**src/source/cpuPackage.sv**
```systemverilog
`default_nettype none

package cpuPackage;

    localparam int memoryWords = 256;
    localparam int memoryAddressBits = 8;
    localparam int ledSelectBit = 31;   // Upper half of the map is the LED port

    localparam logic [6:0] opcodeOp = 7'b0110011;
    localparam logic [6:0] opcodeOpImm = 7'b0010011;
    localparam logic [6:0] opcodeLui = 7'b0110111;
    localparam logic [6:0] opcodeLoad = 7'b0000011;
    localparam logic [6:0] opcodeStore = 7'b0100011;
    localparam logic [6:0] opcodeBranch = 7'b1100011;
    localparam logic [6:0] opcodeJal = 7'b1101111;

    localparam logic [6:0] functSub = 7'b0100000;
    localparam logic [2:0] functBeq = 3'b000;
    localparam logic [2:0] functBne = 3'b001;

    // One instruction word, viewed in each RV32I format
    typedef union packed {
        struct packed {
            logic [6:0] funct7;
            logic [4:0] rs2;
            logic [4:0] rs1;
            logic [2:0] funct3;
            logic [4:0] rd;
            logic [6:0] opcode;
        } rType;
        struct packed {
            logic [11:0] imm;
            logic [4:0] rs1;
            logic [2:0] funct3;
            logic [4:0] rd;
            logic [6:0] opcode;
        } iType;
        struct packed {
            logic [6:0] immHigh;
            logic [4:0] rs2;
            logic [4:0] rs1;
            logic [2:0] funct3;
            logic [4:0] immLow;
            logic [6:0] opcode;
        } sType;
        struct packed {
            logic immSign;      // imm[12]
            logic [5:0] immHigh;    // imm[10:5]
            logic [4:0] rs2;
            logic [4:0] rs1;
            logic [2:0] funct3;
            logic [3:0] immLow;     // imm[4:1]
            logic immBit11;
            logic [6:0] opcode;
        } bType;
        struct packed {
            logic [19:0] imm;
            logic [4:0] rd;
            logic [6:0] opcode;
        } uType;
        struct packed {
            logic immSign;      // imm[20]
            logic [9:0] immLow;     // imm[10:1]
            logic immBit11;
            logic [7:0] immHigh;    // imm[19:12]
            logic [4:0] rd;
            logic [6:0] opcode;
        } jType;
    } instructionWord;

    typedef enum logic [1:0] {
        aluAdd,
        aluSub,
        aluPassB
    } aluOperation;

endpackage

`default_nettype wire

```
**src/source/memoryBus.sv**
```systemverilog
`timescale 1ns/1ps
`default_nettype none

interface memoryBus;
    logic read;
    logic write;
    logic [31:0] address;
    logic [31:0] writeData;
    logic [31:0] readData;
    logic readDone;     // One-cycle pulse, readData valid with it
    logic writeDone;

    modport requester (
        output read, write, address, writeData,
        input  readData, readDone, writeDone
    );

    modport memory (
        input  read, write, address, writeData,
        output readData, readDone, writeDone
    );
endinterface

`default_nettype wire

```
**src/source/controlUnit.sv**
```systemverilog
`timescale 1ns/1ps
`default_nettype none

module controlUnit (
    input  logic                    Clock,
    input  logic                    reset,
    memoryBus.requester             fetchBus,
    memoryBus.requester             dataBus,
    output logic [4:0]              readAddressA,
    output logic [4:0]              readAddressB,
    output logic [4:0]              writeAddress,
    output logic                    writeEnable,
    output logic [31:0]             writeValue,
    input  logic [31:0]             readValueA,
    input  logic [31:0]             readValueB,
    output cpuPackage::aluOperation operation,
    output logic [31:0]             operandA,
    output logic [31:0]             operandB,
    input  logic [31:0]             result,
    input  logic                    equal
);
    import cpuPackage::*;

    typedef enum logic [2:0] {fetch, decode, execute, memory, writeback} controlState;

    controlState state;
    instructionWord instruction;
    logic [31:0] programCounter;
    logic [31:0] pcPlusFour;
    logic [31:0] jumpTarget;
    logic [31:0] aluResult;     // Also the data address for loads and stores
    logic [31:0] storeValue;
    logic fetchRead;
    logic dataRead;
    logic dataWrite;
    logic [6:0] opcode;
    logic [31:0] immI;
    logic [31:0] immS;
    logic [31:0] immB;
    logic [31:0] immU;
    logic [31:0] immJ;
    logic branchTaken;

    assign opcode = instruction.rType.opcode;
    assign readAddressA = instruction.rType.rs1;
    assign readAddressB = instruction.rType.rs2;
    assign writeAddress = instruction.rType.rd;
    assign pcPlusFour = programCounter + 32'd4;

    assign immI = {{20{instruction.iType.imm[11]}}, instruction.iType.imm};
    assign immS = {{20{instruction.sType.immHigh[6]}}, instruction.sType.immHigh,
                   instruction.sType.immLow};
    assign immB = {{19{instruction.bType.immSign}}, instruction.bType.immSign,
                   instruction.bType.immBit11, instruction.bType.immHigh,
                   instruction.bType.immLow, 1'b0};
    assign immU = {instruction.uType.imm, 12'd0};
    assign immJ = {{11{instruction.jType.immSign}}, instruction.jType.immSign,
                   instruction.jType.immHigh, instruction.jType.immBit11,
                   instruction.jType.immLow, 1'b0};

    assign branchTaken = (instruction.bType.funct3 == functBeq) ? equal :
                         (instruction.bType.funct3 == functBne) ? !equal : 1'b0;

    assign fetchBus.read = fetchRead;
    assign fetchBus.write = 1'b0;   // Program memory is read-only from the core
    assign fetchBus.address = programCounter;
    assign fetchBus.writeData = '0;
    assign dataBus.read = dataRead;
    assign dataBus.write = dataWrite;
    assign dataBus.address = aluResult;
    assign dataBus.writeData = storeValue;

    // Decode pass computes the jump target, execute pass the result
    always_comb begin
        operation = aluAdd;
        operandA = readValueA;
        operandB = readValueB;
        if (state == decode) begin
            operandA = programCounter;
            operandB = (opcode == opcodeJal) ? immJ : immB;
        end else if (state == execute) begin
            case (opcode)
                opcodeOp: if (instruction.rType.funct7 == functSub) operation = aluSub;
                opcodeOpImm, opcodeLoad: operandB = immI;
                opcodeStore: operandB = immS;
                opcodeLui: begin
                    operation = aluPassB;
                    operandB = immU;
                end
                opcodeJal: begin    // Link address
                    operandA = programCounter;
                    operandB = 32'd4;
                end
                default: operation = aluAdd;
            endcase
        end
    end

    always_comb begin
        writeEnable = 1'b0;
        writeValue = aluResult;
        case (state)
            writeback: writeEnable = 1'b1;
            execute: if (opcode == opcodeJal) begin
                writeEnable = 1'b1;
                writeValue = result;
            end
            memory: if (opcode == opcodeLoad && dataBus.readDone) begin
                writeEnable = 1'b1;
                writeValue = dataBus.readData;
            end
            default: writeEnable = 1'b0;
        endcase
    end

    always_ff @(posedge Clock) begin
        if (reset) begin
            state <= fetch;
            programCounter <= '0;
            fetchRead <= 1'b0;
            dataRead <= 1'b0;
            dataWrite <= 1'b0;
        end else begin
            case (state)
                fetch: begin
                    if (fetchBus.readDone) begin
                        fetchRead <= 1'b0;
                        state <= decode;
                    end else begin
                        fetchRead <= 1'b1;  // Only needed right after reset
                    end
                end
                decode: state <= execute;
                execute: begin
                    case (opcode)
                        opcodeOp, opcodeOpImm, opcodeLui: state <= writeback;
                        opcodeLoad: begin
                            dataRead <= 1'b1;
                            state <= memory;
                        end
                        opcodeStore: begin
                            dataWrite <= 1'b1;
                            state <= memory;
                        end
                        opcodeBranch: begin
                            programCounter <= branchTaken ? jumpTarget : pcPlusFour;
                            fetchRead <= 1'b1;
                            state <= fetch;
                        end
                        opcodeJal: begin
                            programCounter <= jumpTarget;
                            fetchRead <= 1'b1;
                            state <= fetch;
                        end
                        default: begin  // Unsupported opcode
                            programCounter <= pcPlusFour;
                            fetchRead <= 1'b1;
                            state <= fetch;
                        end
                    endcase
                end
                memory: begin
                    if (dataBus.readDone || dataBus.writeDone) begin
                        dataRead <= 1'b0;
                        dataWrite <= 1'b0;
                        programCounter <= pcPlusFour;
                        fetchRead <= 1'b1;
                        state <= fetch;
                    end
                end
                writeback: begin
                    programCounter <= pcPlusFour;
                    fetchRead <= 1'b1;
                    state <= fetch;
                end
                default: state <= fetch;
            endcase
        end
    end

    always_ff @(posedge Clock) begin
        if (state == fetch && fetchBus.readDone) instruction <= fetchBus.readData;
        if (state == decode) jumpTarget <= result;
        if (state == execute) begin
            aluResult <= result;
            storeValue <= readValueB;
        end
    end

endmodule

`default_nettype wire

```
**src/flat_wrapper.sv**
```systemverilog
// flat-port wrapper written by rule: the top's interface ports become plain ports
module controlUnit_flat import cpuPackage::*;
  (Clock, reset, readAddressA, readAddressB, writeAddress, writeEnable, writeValue, readValueA, readValueB, operation, operandA, operandB, result, equal, fetchBus_read, fetchBus_write, fetchBus_address, fetchBus_writeData, fetchBus_readData, fetchBus_readDone, fetchBus_writeDone, dataBus_read, dataBus_write, dataBus_address, dataBus_writeData, dataBus_readData, dataBus_readDone, dataBus_writeDone);
  memoryBus fetchBus_i ();
  memoryBus dataBus_i ();
  input  logic Clock;
  input  logic reset;
  output logic [4:0] readAddressA;
  output logic [4:0] readAddressB;
  output logic [4:0] writeAddress;
  output logic writeEnable;
  output logic [31:0] writeValue;
  input  logic [31:0] readValueA;
  input  logic [31:0] readValueB;
  output cpuPackage::aluOperation operation;
  output logic [31:0] operandA;
  output logic [31:0] operandB;
  input  logic [31:0] result;
  input  logic equal;
  output wire logic [$bits(fetchBus_i.read)-1:0] fetchBus_read;
  output wire logic [$bits(fetchBus_i.write)-1:0] fetchBus_write;
  output wire logic [$bits(fetchBus_i.address)-1:0] fetchBus_address;
  output wire logic [$bits(fetchBus_i.writeData)-1:0] fetchBus_writeData;
  input wire logic [$bits(fetchBus_i.readData)-1:0] fetchBus_readData;
  input wire logic [$bits(fetchBus_i.readDone)-1:0] fetchBus_readDone;
  input wire logic [$bits(fetchBus_i.writeDone)-1:0] fetchBus_writeDone;
  output wire logic [$bits(dataBus_i.read)-1:0] dataBus_read;
  output wire logic [$bits(dataBus_i.write)-1:0] dataBus_write;
  output wire logic [$bits(dataBus_i.address)-1:0] dataBus_address;
  output wire logic [$bits(dataBus_i.writeData)-1:0] dataBus_writeData;
  input wire logic [$bits(dataBus_i.readData)-1:0] dataBus_readData;
  input wire logic [$bits(dataBus_i.readDone)-1:0] dataBus_readDone;
  input wire logic [$bits(dataBus_i.writeDone)-1:0] dataBus_writeDone;
  assign fetchBus_read = fetchBus_i.read;
  assign fetchBus_write = fetchBus_i.write;
  assign fetchBus_address = fetchBus_i.address;
  assign fetchBus_writeData = fetchBus_i.writeData;
  assign fetchBus_i.readData = fetchBus_readData;
  assign fetchBus_i.readDone = fetchBus_readDone;
  assign fetchBus_i.writeDone = fetchBus_writeDone;
  assign dataBus_read = dataBus_i.read;
  assign dataBus_write = dataBus_i.write;
  assign dataBus_address = dataBus_i.address;
  assign dataBus_writeData = dataBus_i.writeData;
  assign dataBus_i.readData = dataBus_readData;
  assign dataBus_i.readDone = dataBus_readDone;
  assign dataBus_i.writeDone = dataBus_writeDone;
  controlUnit u_core (.Clock(Clock), .reset(reset), .fetchBus(fetchBus_i), .dataBus(dataBus_i), .readAddressA(readAddressA), .readAddressB(readAddressB), .writeAddress(writeAddress), .writeEnable(writeEnable), .writeValue(writeValue), .readValueA(readValueA), .readValueB(readValueB), .operation(operation), .operandA(operandA), .operandB(operandB), .result(result), .equal(equal));
endmodule
```
**config.mk**
```make
export PLATFORM = sky130hd
export DESIGN_NAME = controlUnit_flat
export DESIGN_NICKNAME = d
export VERILOG_FILES = /design/src/source/cpuPackage.sv /design/src/source/memoryBus.sv /design/src/source/controlUnit.sv /design/src/flat_wrapper.sv
export SDC_FILE = /design/constraint.sdc
export NUM_CORES = 1
export LEC_CHECK = 0
export ABC_CLOCK_PERIOD_IN_PS = 5280
export BUFFER_PORTS_ARGS = -buffer_cell sky130_fd_sc_hd__buf_2
export CAP_MARGIN = 30
export CORE_AREA = 4 4 157 159
export CTS_BUF_LIST = sky130_fd_sc_hd__clkbuf_4 sky130_fd_sc_hd__clkbuf_8
export DETAILED_ROUTE_END_ITERATION = 16
export DIE_AREA = 0 0 161 163
export PLACE_DENSITY = 0.78
export SETUP_SLACK_MARGIN = 0.05
export SLEW_MARGIN = 20
export SYNTH_ARGS = -nofsm -noshare
export SYNTH_HDL_FRONTEND = slang
export SYNTH_SLANG_ARGS = --single-unit
```
**constraint.sdc**
```tcl
create_clock -name Clock -period 5.28 [get_ports Clock]
set_clock_uncertainty 0.2 [all_clocks]
set_input_delay 0.264 -clock Clock [delete_from_list [all_inputs] [get_ports Clock]]
set_output_delay 0.264 -clock Clock [all_outputs]
set_load 0.01 [all_outputs]
```
==> results.md, run 1 <==
- Port bufs: 378
- Placeable Area: 0.0233 mm²
- Via count: 8710
- Chip width: 161 µm
- Worst slew margin: 0.393
- Antenna-violating nets left: 0
- Clk sinks: 166
- # DRC: 0
- Wire length of the first global-routing pass: 47500 µm
- RSZ-0062 raised after global routing: no
- Storage cell area: 0.00460 mm²
- Placement Rows: 56
- Number of synthesized flops with an enable pin: 128
- Cell Area, Placed: 0.0109 mm²
- CTS H-tree lvls: 4
- Most used DFF post-synth: edfxtp_1
- Worst path cell trace: nand4bb_1 > or2_1 > nor4_4 > buf_4 > nor2_4 > a21o_1 > buf_2
- Worst r2r src: u_core.instruction[2]
- Total congestion overflow: 0
- Initial antenna violation count: 1
- Netlist Area Pre-Place: 0.00893 mm²
- CP arrival: 3200 ps
- Avg Cell Area, Syn: 11.0 µm²
- Final period util: 0.694
- Slew Viols, Final: 0
- PwrDens: 239 mW/mm²
- Vias/cell: 5.50
- Most common cell after layout, fill and taps aside: buf_2
- Routed WL per cell: 20.2 µm
- Setup Crit Path Kind: reg -> out
- Starting Density: 0.384
- Post-CTS Setup Bufs: 0
- Critical Path RT: 4820 ps
- Area of the die: 0.0262 mm²
- Syn-to-layout area delta: 38.2%
- # fillers: 2039
- Crit path largest cell delay: 490 ps
- Worst setup EP type: primary output
- Hold Startpoint: dataBus_writeDone
- Maxcap violations: 0
- Status: complete, no violations
- DR pass1 iterations: 6
- Setup TNS: 0 ps
- Area of the multi-input gates: 0.00384 mm²
- Largest net degree at the start of global routing: 65
- Final Instance Count excl. Fillers: 1583
- CTS root buffer: clkbuf_8
- CTS max path bufs: 2
- Highest clock rate: 273 MHz
- Part of the Yosys area used for sequential elements: 0.516
- Design Area, Final: 0.0123 mm²
- Yosys cell types: 75
- Critical path origin: u_core.instruction[3]
- Global-route usage over all layers: 0.228
- Placed cells: 1448
- Die span in y: 163 µm
- Tmin final: 3670 ps
- Slowest cell on crit path: or2_1
- Share of synthesized registers carrying an async set or reset: 0
- Synthesis Warnings: 0
- Least-Margin Pin Slew: 910 ps
- Clock-pin slew on the worst setup and hold paths: 100 ps
- Reg2reg path depth: 5
- Leak pwr: 5.47 nW
- Most frequent cells in the layout: buf_2 (379), edfxtp_1 (128), dlygate4sd3_1 (97), o21ai_0 (51), a21o_1 (51)
- Number of DRC markers in iteration 0: 1055
- Max FO, Critical Path: 34
- Peak VDD IR: 0.164 mV
- Post-Route WL: 32000 µm
- Final hold violation count: 0
- Vias in the first global route: 8291
- Layout cells sized above 1: 0.380
- FF+latch count, synth: 166
- Hold Crit Class: in -> reg
- Worst-Skew Late Latency: 450 ps
- I/O pin count: 413
- CTS tree: built
- Worst Hold Path Cells: 4
- Mapped Cells: 814
- Final setup fails: 0
- DPL Wire Length: 22200 µm
- Fin nets: 1417
- CTS buffer count: 17
- CP startpoint kind: flip-flop
- Gpl congestion: 0.865
-- sequential cells by signal, summed over array words and instances (netlist names) --
signal / flops
u_core.dataBus.address: 32
u_core.dataBus.read: 1
u_core.dataBus.write: 1
u_core.dataBus.writeData: 32
u_core.fetchBus.address: 32
u_core.fetchBus.read: 1
u_core.instruction: 32
u_core.jumpTarget: 32
u_core.state: 3
-- area by class of cell --
cell class / count / share of cell area
diodes: 2 / 0.000406
multi-input cells: 556 / 0.312
repair buffers: 492 / 0.246
clock inverters: 15 / 0.0127
clock buffers: 17 / 0.0190
inverters: 16 / 0.00487
flip-flops and latches: 166 / 0.373
well taps: 319 / 0.0324
-- logic make-up (layout without fill, tap and decap cells) --
logic type | after synthesis | in the layout | synth area share
compound gates | 258 | 258 | 0.203
buf+inv | 124 | 540 | 0.0744
fa+ha+maj | 1 | 1 | 0.00140
mux | 65 | 65 | 0.0779
other cells | 1 | 35 | 0.000420
simple gates | 198 | 198 | 0.127
xor+xnor | 1 | 1 | 0.000981
flops | 166 | 166 | 0.516
-- what timing repair did --
item | 4_1_cts | 5_1_grt
hold buffers | 97 | 0
endpoints found under the hold margin | 130 | 0
gates resized for setup | 0 | 0
-- worst paths after layout --
check,to,slack (ps)
setup / recovery,writeValue[8],1610
hold / removal,u_core.state[0],60
setup reg to reg,u_core.fetchBus.address[20],2390
hold reg to reg,u_core.dataBus.write,320
-- report_power, final --
| group | total, mW | internal, mW | switching (mW) |
|---|---|---|---|
| Combinational | 0.499 | 0.222 | 0.277 |
| Sequential | 1.53 | 1.48 | 0.0475 |
| Clock | 0.924 | 0.396 | 0.528 |
| Total | 2.95 | 2.10 | 0.853 |
-- through the flow --
stage	setup WS (ps)	hold WS [ps]	util	total power, mW
global route	1440	66.9	0.530	3.06
finish	1610	62.4	0.530	2.95
global placement	1770	240	0.468	1.97
floorplan	1450	163	-	1.78
detailed placement	1760	242	0.468	1.98
CTS	1270	24.9	0.527	2.95
-- cells in the mapped netlist, types with 3 or more instances --
master     number  area (µm²)
edfxtp_1      128        3840
a21o_1         51         383
o21ai_0        51         255
a21oi_1        48         240
buf_4          48         360
nand2_1        46         173
clkbuf_1       44         165
dfxtp_1        38         761
mux2_2         35         394
a22o_1         32         280
mux2i_1        29         290
nand3_1        26         130
nor2_1         21        78.8
and3_1         17         106
inv_1          15        56.3
nor3_1         15        75.1
buf_2          14        70.1
a211oi_1       13        97.6
nand4_1        12        75.1
a22oi_1        11        82.6
nor4_1          9        56.3
and4_1          7        61.3
o32ai_1         7        61.3
nor2b_1         6        37.5
or3_1           6        37.5
nand2b_1        5        31.3
o41a_1          5        56.3
a2111oi_0       4        35.0
o2bb2ai_1       4        35.0
a311oi_1        3        26.3
a31oi_1         3        18.8
a32o_1          3        30.0
o22ai_1         3        18.8
-- metal layers --
metal,share of wire,track usage
met5,0,0
met3,0.078,0.0443
met4,0.025,0.0756
met2,0.49,0.374
met1,0.41,0.305
-- worst max-delay path: cells and delay by family, from the launching register on --
family	cells	cell delay, ps
compound gates	1	270
flops	1	480
buf+inv	2	560
simple gates	4	1420
Note: power is estimated with default switching activity, not from simulation.
==> run 2: changes to the inputs <==
--- a/config.mk
+++ b/config.mk
@@ -5,14 +5,14 @@
 export SDC_FILE = /design/constraint.sdc
 export NUM_CORES = 1
 export LEC_CHECK = 0
-export ABC_CLOCK_PERIOD_IN_PS = 5280
+export ABC_CLOCK_PERIOD_IN_PS = 2950
 export BUFFER_PORTS_ARGS = -buffer_cell sky130_fd_sc_hd__buf_2
 export CAP_MARGIN = 30
 export CORE_AREA = 4 4 157 159
 export CTS_BUF_LIST = sky130_fd_sc_hd__clkbuf_4 sky130_fd_sc_hd__clkbuf_8
 export DETAILED_ROUTE_END_ITERATION = 16
 export DIE_AREA = 0 0 161 163
-export PLACE_DENSITY = 0.78
+export PLACE_DENSITY = 0.8
 export SETUP_SLACK_MARGIN = 0.05
 export SLEW_MARGIN = 20
 export SYNTH_ARGS = -nofsm -noshare
==> constraint.sdc (replaced) <==
create_clock -name Clock -period 2.95 [get_ports Clock]
set_clock_uncertainty 0.2 [all_clocks]
set_input_delay 0.1475 -clock Clock [delete_from_list [all_inputs] [get_ports Clock]]
set_output_delay 0.1475 -clock Clock [all_outputs]
set_load 0.01 [all_outputs]
==> run 2 against run 1 <==
Effect of this change: total power is 80% higher; critical endpoint is now operandB[11]; core utilization is 1.7 points higher; worst setup slack worse by 1600 ps.
==> results.md, run 2 (synthesized netlist as in run 1, its figures left out) <==
- Final Instance Count excl. Fillers: 1623
- Switching share of power: 0.300
- Vias in the first global route: 8462
- Final setup fails: 0
- Reg2reg end: u_core.fetchBus.address[12]
- Cell Area, Placed: 0.0111 mm²
- Tmin final: 2900 ps
- Max FO, Critical Path: 7
- Design Area, Final: 0.0127 mm²
- Chip width: 161 µm
- Ant diodes: 0
- Area of the die: 0.0262 mm²
- Hold WS: 187 ps
- Port bufs: 378
- Pre-CTS setup slack: 320 ps
- Setup Crit Path Kind: reg -> out
- Sw power: 1.60 mW
- Starting Density: 0.384
- Final period util: 0.982
- Reg2Reg Setup Slack: 250 ps
- Clock share of power: 0.311
- Internal power: 3.73 mW
- Critical Path RT: 2600 ps
- Setup TNS: 0 ps
- Maxcap violations: 0
- Post-Route Utilization: 0.547
- CP arrival: 2550 ps
- Highest clock rate: 345 MHz
- Reg2reg path depth: 6
- Worst setup EP type: primary output
- Antenna-violating nets left: 0
- CTS max path bufs: 2
- Comb pwr share: 0.178
- Most frequent cells in the layout: buf_2 (378), edfxtp_1 (128), dlygate4sd3_1 (102), a21o_1 (51)
- Worst r2r src: u_core.instruction[3]
- RSZ-0062 raised after global routing: yes
- Flop pwr share: 0.511
- Hold Crit Class: in -> reg
- Final hold violation count: 0
- Via count: 8771
- Worst-Skew Late Latency: 470 ps
- Die span in y: 163 µm
- Vias/cell: 5.40
- Syn-to-layout area delta: 42.6%
- CTS buffer count: 17
- CTS H-tree lvls: 4
- Routed wl met3: 2270 µm
- Placed cells: 1473
- Worst Setup EP: operandB[11]
- Placement Rows: 56
- M1 wire length: 13300 µm
- CTS tree: built
- Slew Viols, Final: 0
- Peak VDD IR: 0.247 mV
- Total congestion overflow: 0
- DPL Wire Length: 22800 µm
- Clock-pin slew on the worst setup and hold paths: 110 ps
- Final worst setup slack: 54.3 ps
- DR pass1 iterations: 6
- Critical path origin: u_core.instruction[2]
- Most common cell after layout, fill and taps aside: buf_2
- Least-Margin Pin Slew: 910 ps
- Layout cells sized above 1: 0.407
- Pwr Total: 5.32 mW
- Clk sinks: 166
- PwrDens: 418 mW/mm²
- Placeable Area: 0.0233 mm²
- Met2 WL: 16200 µm
- Initial antenna violation count: 0
- I/O pin count: 413
- Status: complete, no violations
- Worst slew margin: 0.393
- Gpl congestion: 0.882
- Top routing layer used: met4
- Wire length of the first global-routing pass: 48500 µm
- Global-route usage over all layers: 0.236
- Number of DRC markers in iteration 0: 811
- Largest net degree at the start of global routing: 65
- CTS root buffer: clkbuf_8
- Leak pwr: 5.70 nW
- CP startpoint kind: flip-flop
- Fin nets: 1459
- Routed WL per cell: 20.2 µm
- Post-Route WL: 32700 µm
- # DRC: 0
run 2: cell count changes in the layout (fill, tap and decap cells not counted), sizes merged:
cell / before / now
buf: 395 / 432
diode: 2 / 0
bufinv: 1 / 0
inv: 25 / 24
clkbuf: 17 / 18
dlygate4sd3: 97 / 102
clkinvlp: 1 / 2
run 2: layout make-up:
class,count,area [µm²]
Fill cell,1995,10500
Inverter,16,63.8
Clock buffer,18,241
Timing Repair Buffer,534,3370
Tap cell,319,399
Sequential cell,166,4610
Multi-Input combinational cell,556,3900
Clock inverter,14,149
run 2: worst min-delay path by stage:
stage | startpoint | endpoint | slack, ps | cells past startpoint
after floorplan | result[0] | u_core.dataBus.address[0] | 50 | 0
after global placement | fetchBus_readData[10] | u_core.instruction[10] | 120 | 1
after detailed placement | fetchBus_readData[21] | u_core.instruction[21] | 130 | 1
after CTS | fetchBus_readData[24] | u_core.instruction[24] | 140 | 2
after global routing | fetchBus_readData[31] | u_core.instruction[31] | 160 | 2
final | fetchBus_readData[24] | u_core.instruction[24] | 190 | 2
run 2: critical path, cell delays in order, from the launching register on:
cell	delay, ps
edfxtp_1	420
nand4bb_4	290
or2_4	310
buf_8	140
nor4b_1	510
a311oi_2	120
a21oi_1	130
buf_2	160
run 2: layer usage:
| metal | up-vias | track usage |
|---|---|---|
| li1 | 4027 | - |
| met1 | 4212 | 0.299 |
| met2 | 465 | 0.402 |
| met3 | 67 | 0.0448 |
| met4 | 0 | 0.0946 |
| met5 | - | 0 |
run 2: what timing repair did:
action	in CTS	in global routing
setup endpoints to repair	95	91
buffers inserted	9	8
resized for setup	8	15
endpoints found under the hold margin	138	0
hold buffers	102	0
pin swaps	3	5
run 2: power by group through the flow:
stage | Sequential, mW | Combinational [mW] | Clock, mW
after detailed placement | 2.77 | 0.796 | 0
after CTS | 2.72 | 0.922 | 1.68
after floorplan | 2.77 | 0.430 | 0
after global routing | 2.73 | 1.02 | 1.79
final | 2.72 | 0.946 | 1.66
after global placement | 2.77 | 0.782 | 0
==> run 3: changes to the inputs <==
--- a/config.mk
+++ b/config.mk
@@ -12,6 +12,7 @@
 export CTS_BUF_LIST = sky130_fd_sc_hd__clkbuf_4 sky130_fd_sc_hd__clkbuf_8
 export DETAILED_ROUTE_END_ITERATION = 16
 export DIE_AREA = 0 0 161 163
+export GPL_TIMING_DRIVEN = 0
 export PLACE_DENSITY = 0.8
 export SETUP_SLACK_MARGIN = 0.05
 export SLEW_MARGIN = 20
==> run 3 against run 2 <==
Effect of this change: die area did not move; total power rose by 2.8%; fmax fell by 0.73%; largest cell class unchanged.
==> results.md, run 3 (synthesized netlist as in run 1, its figures left out) <==
- Storage cell area: 0.00461 mm²
- Maxcap violations: 0
- Pwr Total: 5.47 mW
- Placed cells: 1547
- # DRC: 0
- Worst slew margin: 0.499
- Final period util: 0.989
- Worst path cell trace: buf_6 > nand3b_1 > buf_4 > buf_6 > a21oi_4 > o21ai_4 > or3_4 > a21oi_4 > buf_6
- Final setup fails: 0
- DR pass1 iterations: 5
- Comb pwr share: 0.195
- Placeable Area: 0.0233 mm²
- Most common cell after layout, fill and taps aside: buf_2
- Top cell family by delay on the critical path: simple AND/OR/NAND/NOR gates
- Most frequent cells in the layout: buf_2 (386), edfxtp_1 (128), dlygate4sd3_1 (101), buf_4 (82), a21o_1 (51)
- Peak VDD IR: 0.284 mV
- CTS tree: built
- Fin nets: 1543
- Area of the multi-input gates: 0.00399 mm²
- Placement Rows: 56
- Tmin final: 2920 ps
- Crit path buf inv count: 4
- Least-Margin Pin Slew: 750 ps
- Setup TNS: 0 ps
- Final Instance Count excl. Fillers: 1707
- Worst setup EP type: primary output
- Clock share of power: 0.308
- Flop pwr share: 0.497
- Max FO, Critical Path: 7
- Die span in y: 163 µm
- Largest net degree at the start of global routing: 37
- CTS max path bufs: 2
- Final worst setup slack: 33.0 ps
- CTS buffer count: 17
- Worst-Skew Late Latency: 450 ps
- Chip width: 161 µm
- Port bufs: 378
- Sw power: 1.62 mW
- Routed WL per cell: 20.8 µm
- Via count: 9216
- PwrDens: 408 mW/mm²
- Leak pwr: 6.02 nW
- Slowest cell on crit path: or3_4
- I/O pin count: 413
- Syn-to-layout area delta: 50.3%
- RSZ-0062 raised after global routing: yes
- Switching share of power: 0.296
- CP Depth: 9
- Layout cells sized above 1: 0.439
- Reg2reg path depth: 8
- # fillers: 1972
- Critical Path RT: 2600 ps
- Global-route usage over all layers: 0.256
- Gpl congestion: 0.934
- Status: complete, no violations
- CP arrival: 2570 ps
- Design Area, Final: 0.0134 mm²
- Vias/cell: 5.40
- Crit path largest cell delay: 450 ps
- Highest clock rate: 343 MHz
- CTS root buffer: clkbuf_8
- CP startpoint kind: flip-flop
- DPL Wire Length: 25200 µm
- Total congestion overflow: 0
- CTS H-tree lvls: 4
- Area of the die: 0.0262 mm²
- Wire length of the first global-routing pass: 52500 µm
- Slew Viols, Final: 0
- Cell Area, Placed: 0.0114 mm²
- Antenna-violating nets left: 0
- Most common cell on crit path: buf_6
- Vias in the first global route: 9178
- Internal power: 3.86 mW
- Post-Route WL: 35500 µm
- Number of DRC markers in iteration 0: 755
- Starting Density: 0.384
- Hold Crit Class: in -> reg
- Pre-CTS setup slack: -270 ps
- Final hold violation count: 0
- Worst Hold Path Cells: 2
- Clk sinks: 166
- Initial antenna violation count: 2
- Setup Crit Path Kind: reg -> out
- Clock-pin slew on the worst setup and hold paths: 100 ps
[run 3: changes by cell type in the layout (fill, tap and decap cells not counted), sizes merged]
cell / before / now
buf: 432 / 483
clkbuf: 18 / 50
clkinvlp: 2 / 7
clkinv: 4 / 1
inv: 24 / 22
bufinv: 0 / 1
diode: 0 / 1
dlygate4sd3: 102 / 101
[run 3: final timing paths]
| path | start | endpoint | slack (ps) |
|---|---|---|---|
| worst max-delay path | u_core.instruction[4] | operandB[0] | 30 |
| worst min-delay path | fetchBus_readData[25] | u_core.instruction[25] | 210 |
| worst max register to register | u_core.state[1] | u_core.fetchBus.address[19] | 210 |
| worst min register to register | u_core.dataBus.read | u_core.dataBus.read | 310 |
[run 3: what timing repair did]
item                                    CTS  global route
cloned                                    1             2
gates resized for setup                  52            60
pin swaps                                 9            12
endpoints found under the setup margin  108           110
hold buffers                            101             0
endpoints found under the hold margin   135             0
buffers inserted                         20            10
[run 3: power groups by stage]
stage	clock, mW	combinational (mW)	sequential, mW
2_1_floorplan	0	0.430	2.77
3_3_place_gp	0	0.842	2.77
3_5_place_dp	0	0.868	2.77
4_1_cts	1.73	1.02	2.72
5_1_grt	1.83	1.14	2.73
6_report	1.69	1.07	2.72
[run 3: cell type report]
type                       instances  share of cell area
clock inverter                    14              0.0117
timing repair buffer             515               0.242
multi-input combinational        556               0.297
sequential                       166               0.343
inverter                          16             0.00532
timing repair inverter             1            0.000373
buffer                           102              0.0530
tap                              319              0.0297
clock buffer                      17              0.0174
antenna                            1            0.000186
[run 3: metrics by stage]
step	hold WS, ps	utilization
after floorplan	46.4	-
after global placement	125	0.489
after detailed placement	126	0.492
after CTS	159	0.566
after global routing	165	0.577
final	208	0.577
[run 3: worst register-to-register path, stage by stage, from the launching register on]
cell	delay, ps
dfxtp_1	340
buf_6	130
nand2b_1	90
or2_4	270
buf_6	170
o211ai_2	510
clkbuf_1	550
o21ai_0	190
o2bb2ai_1	160
[run 3: layer usage]
layer,wire [µm],GRT usage,vias up
met4,1100,0.0814,2
met3,2890,0.0554,96
li1,-,-,4198
met1,14100,0.322,4369
met2,17400,0.443,551
met5,7,0,-
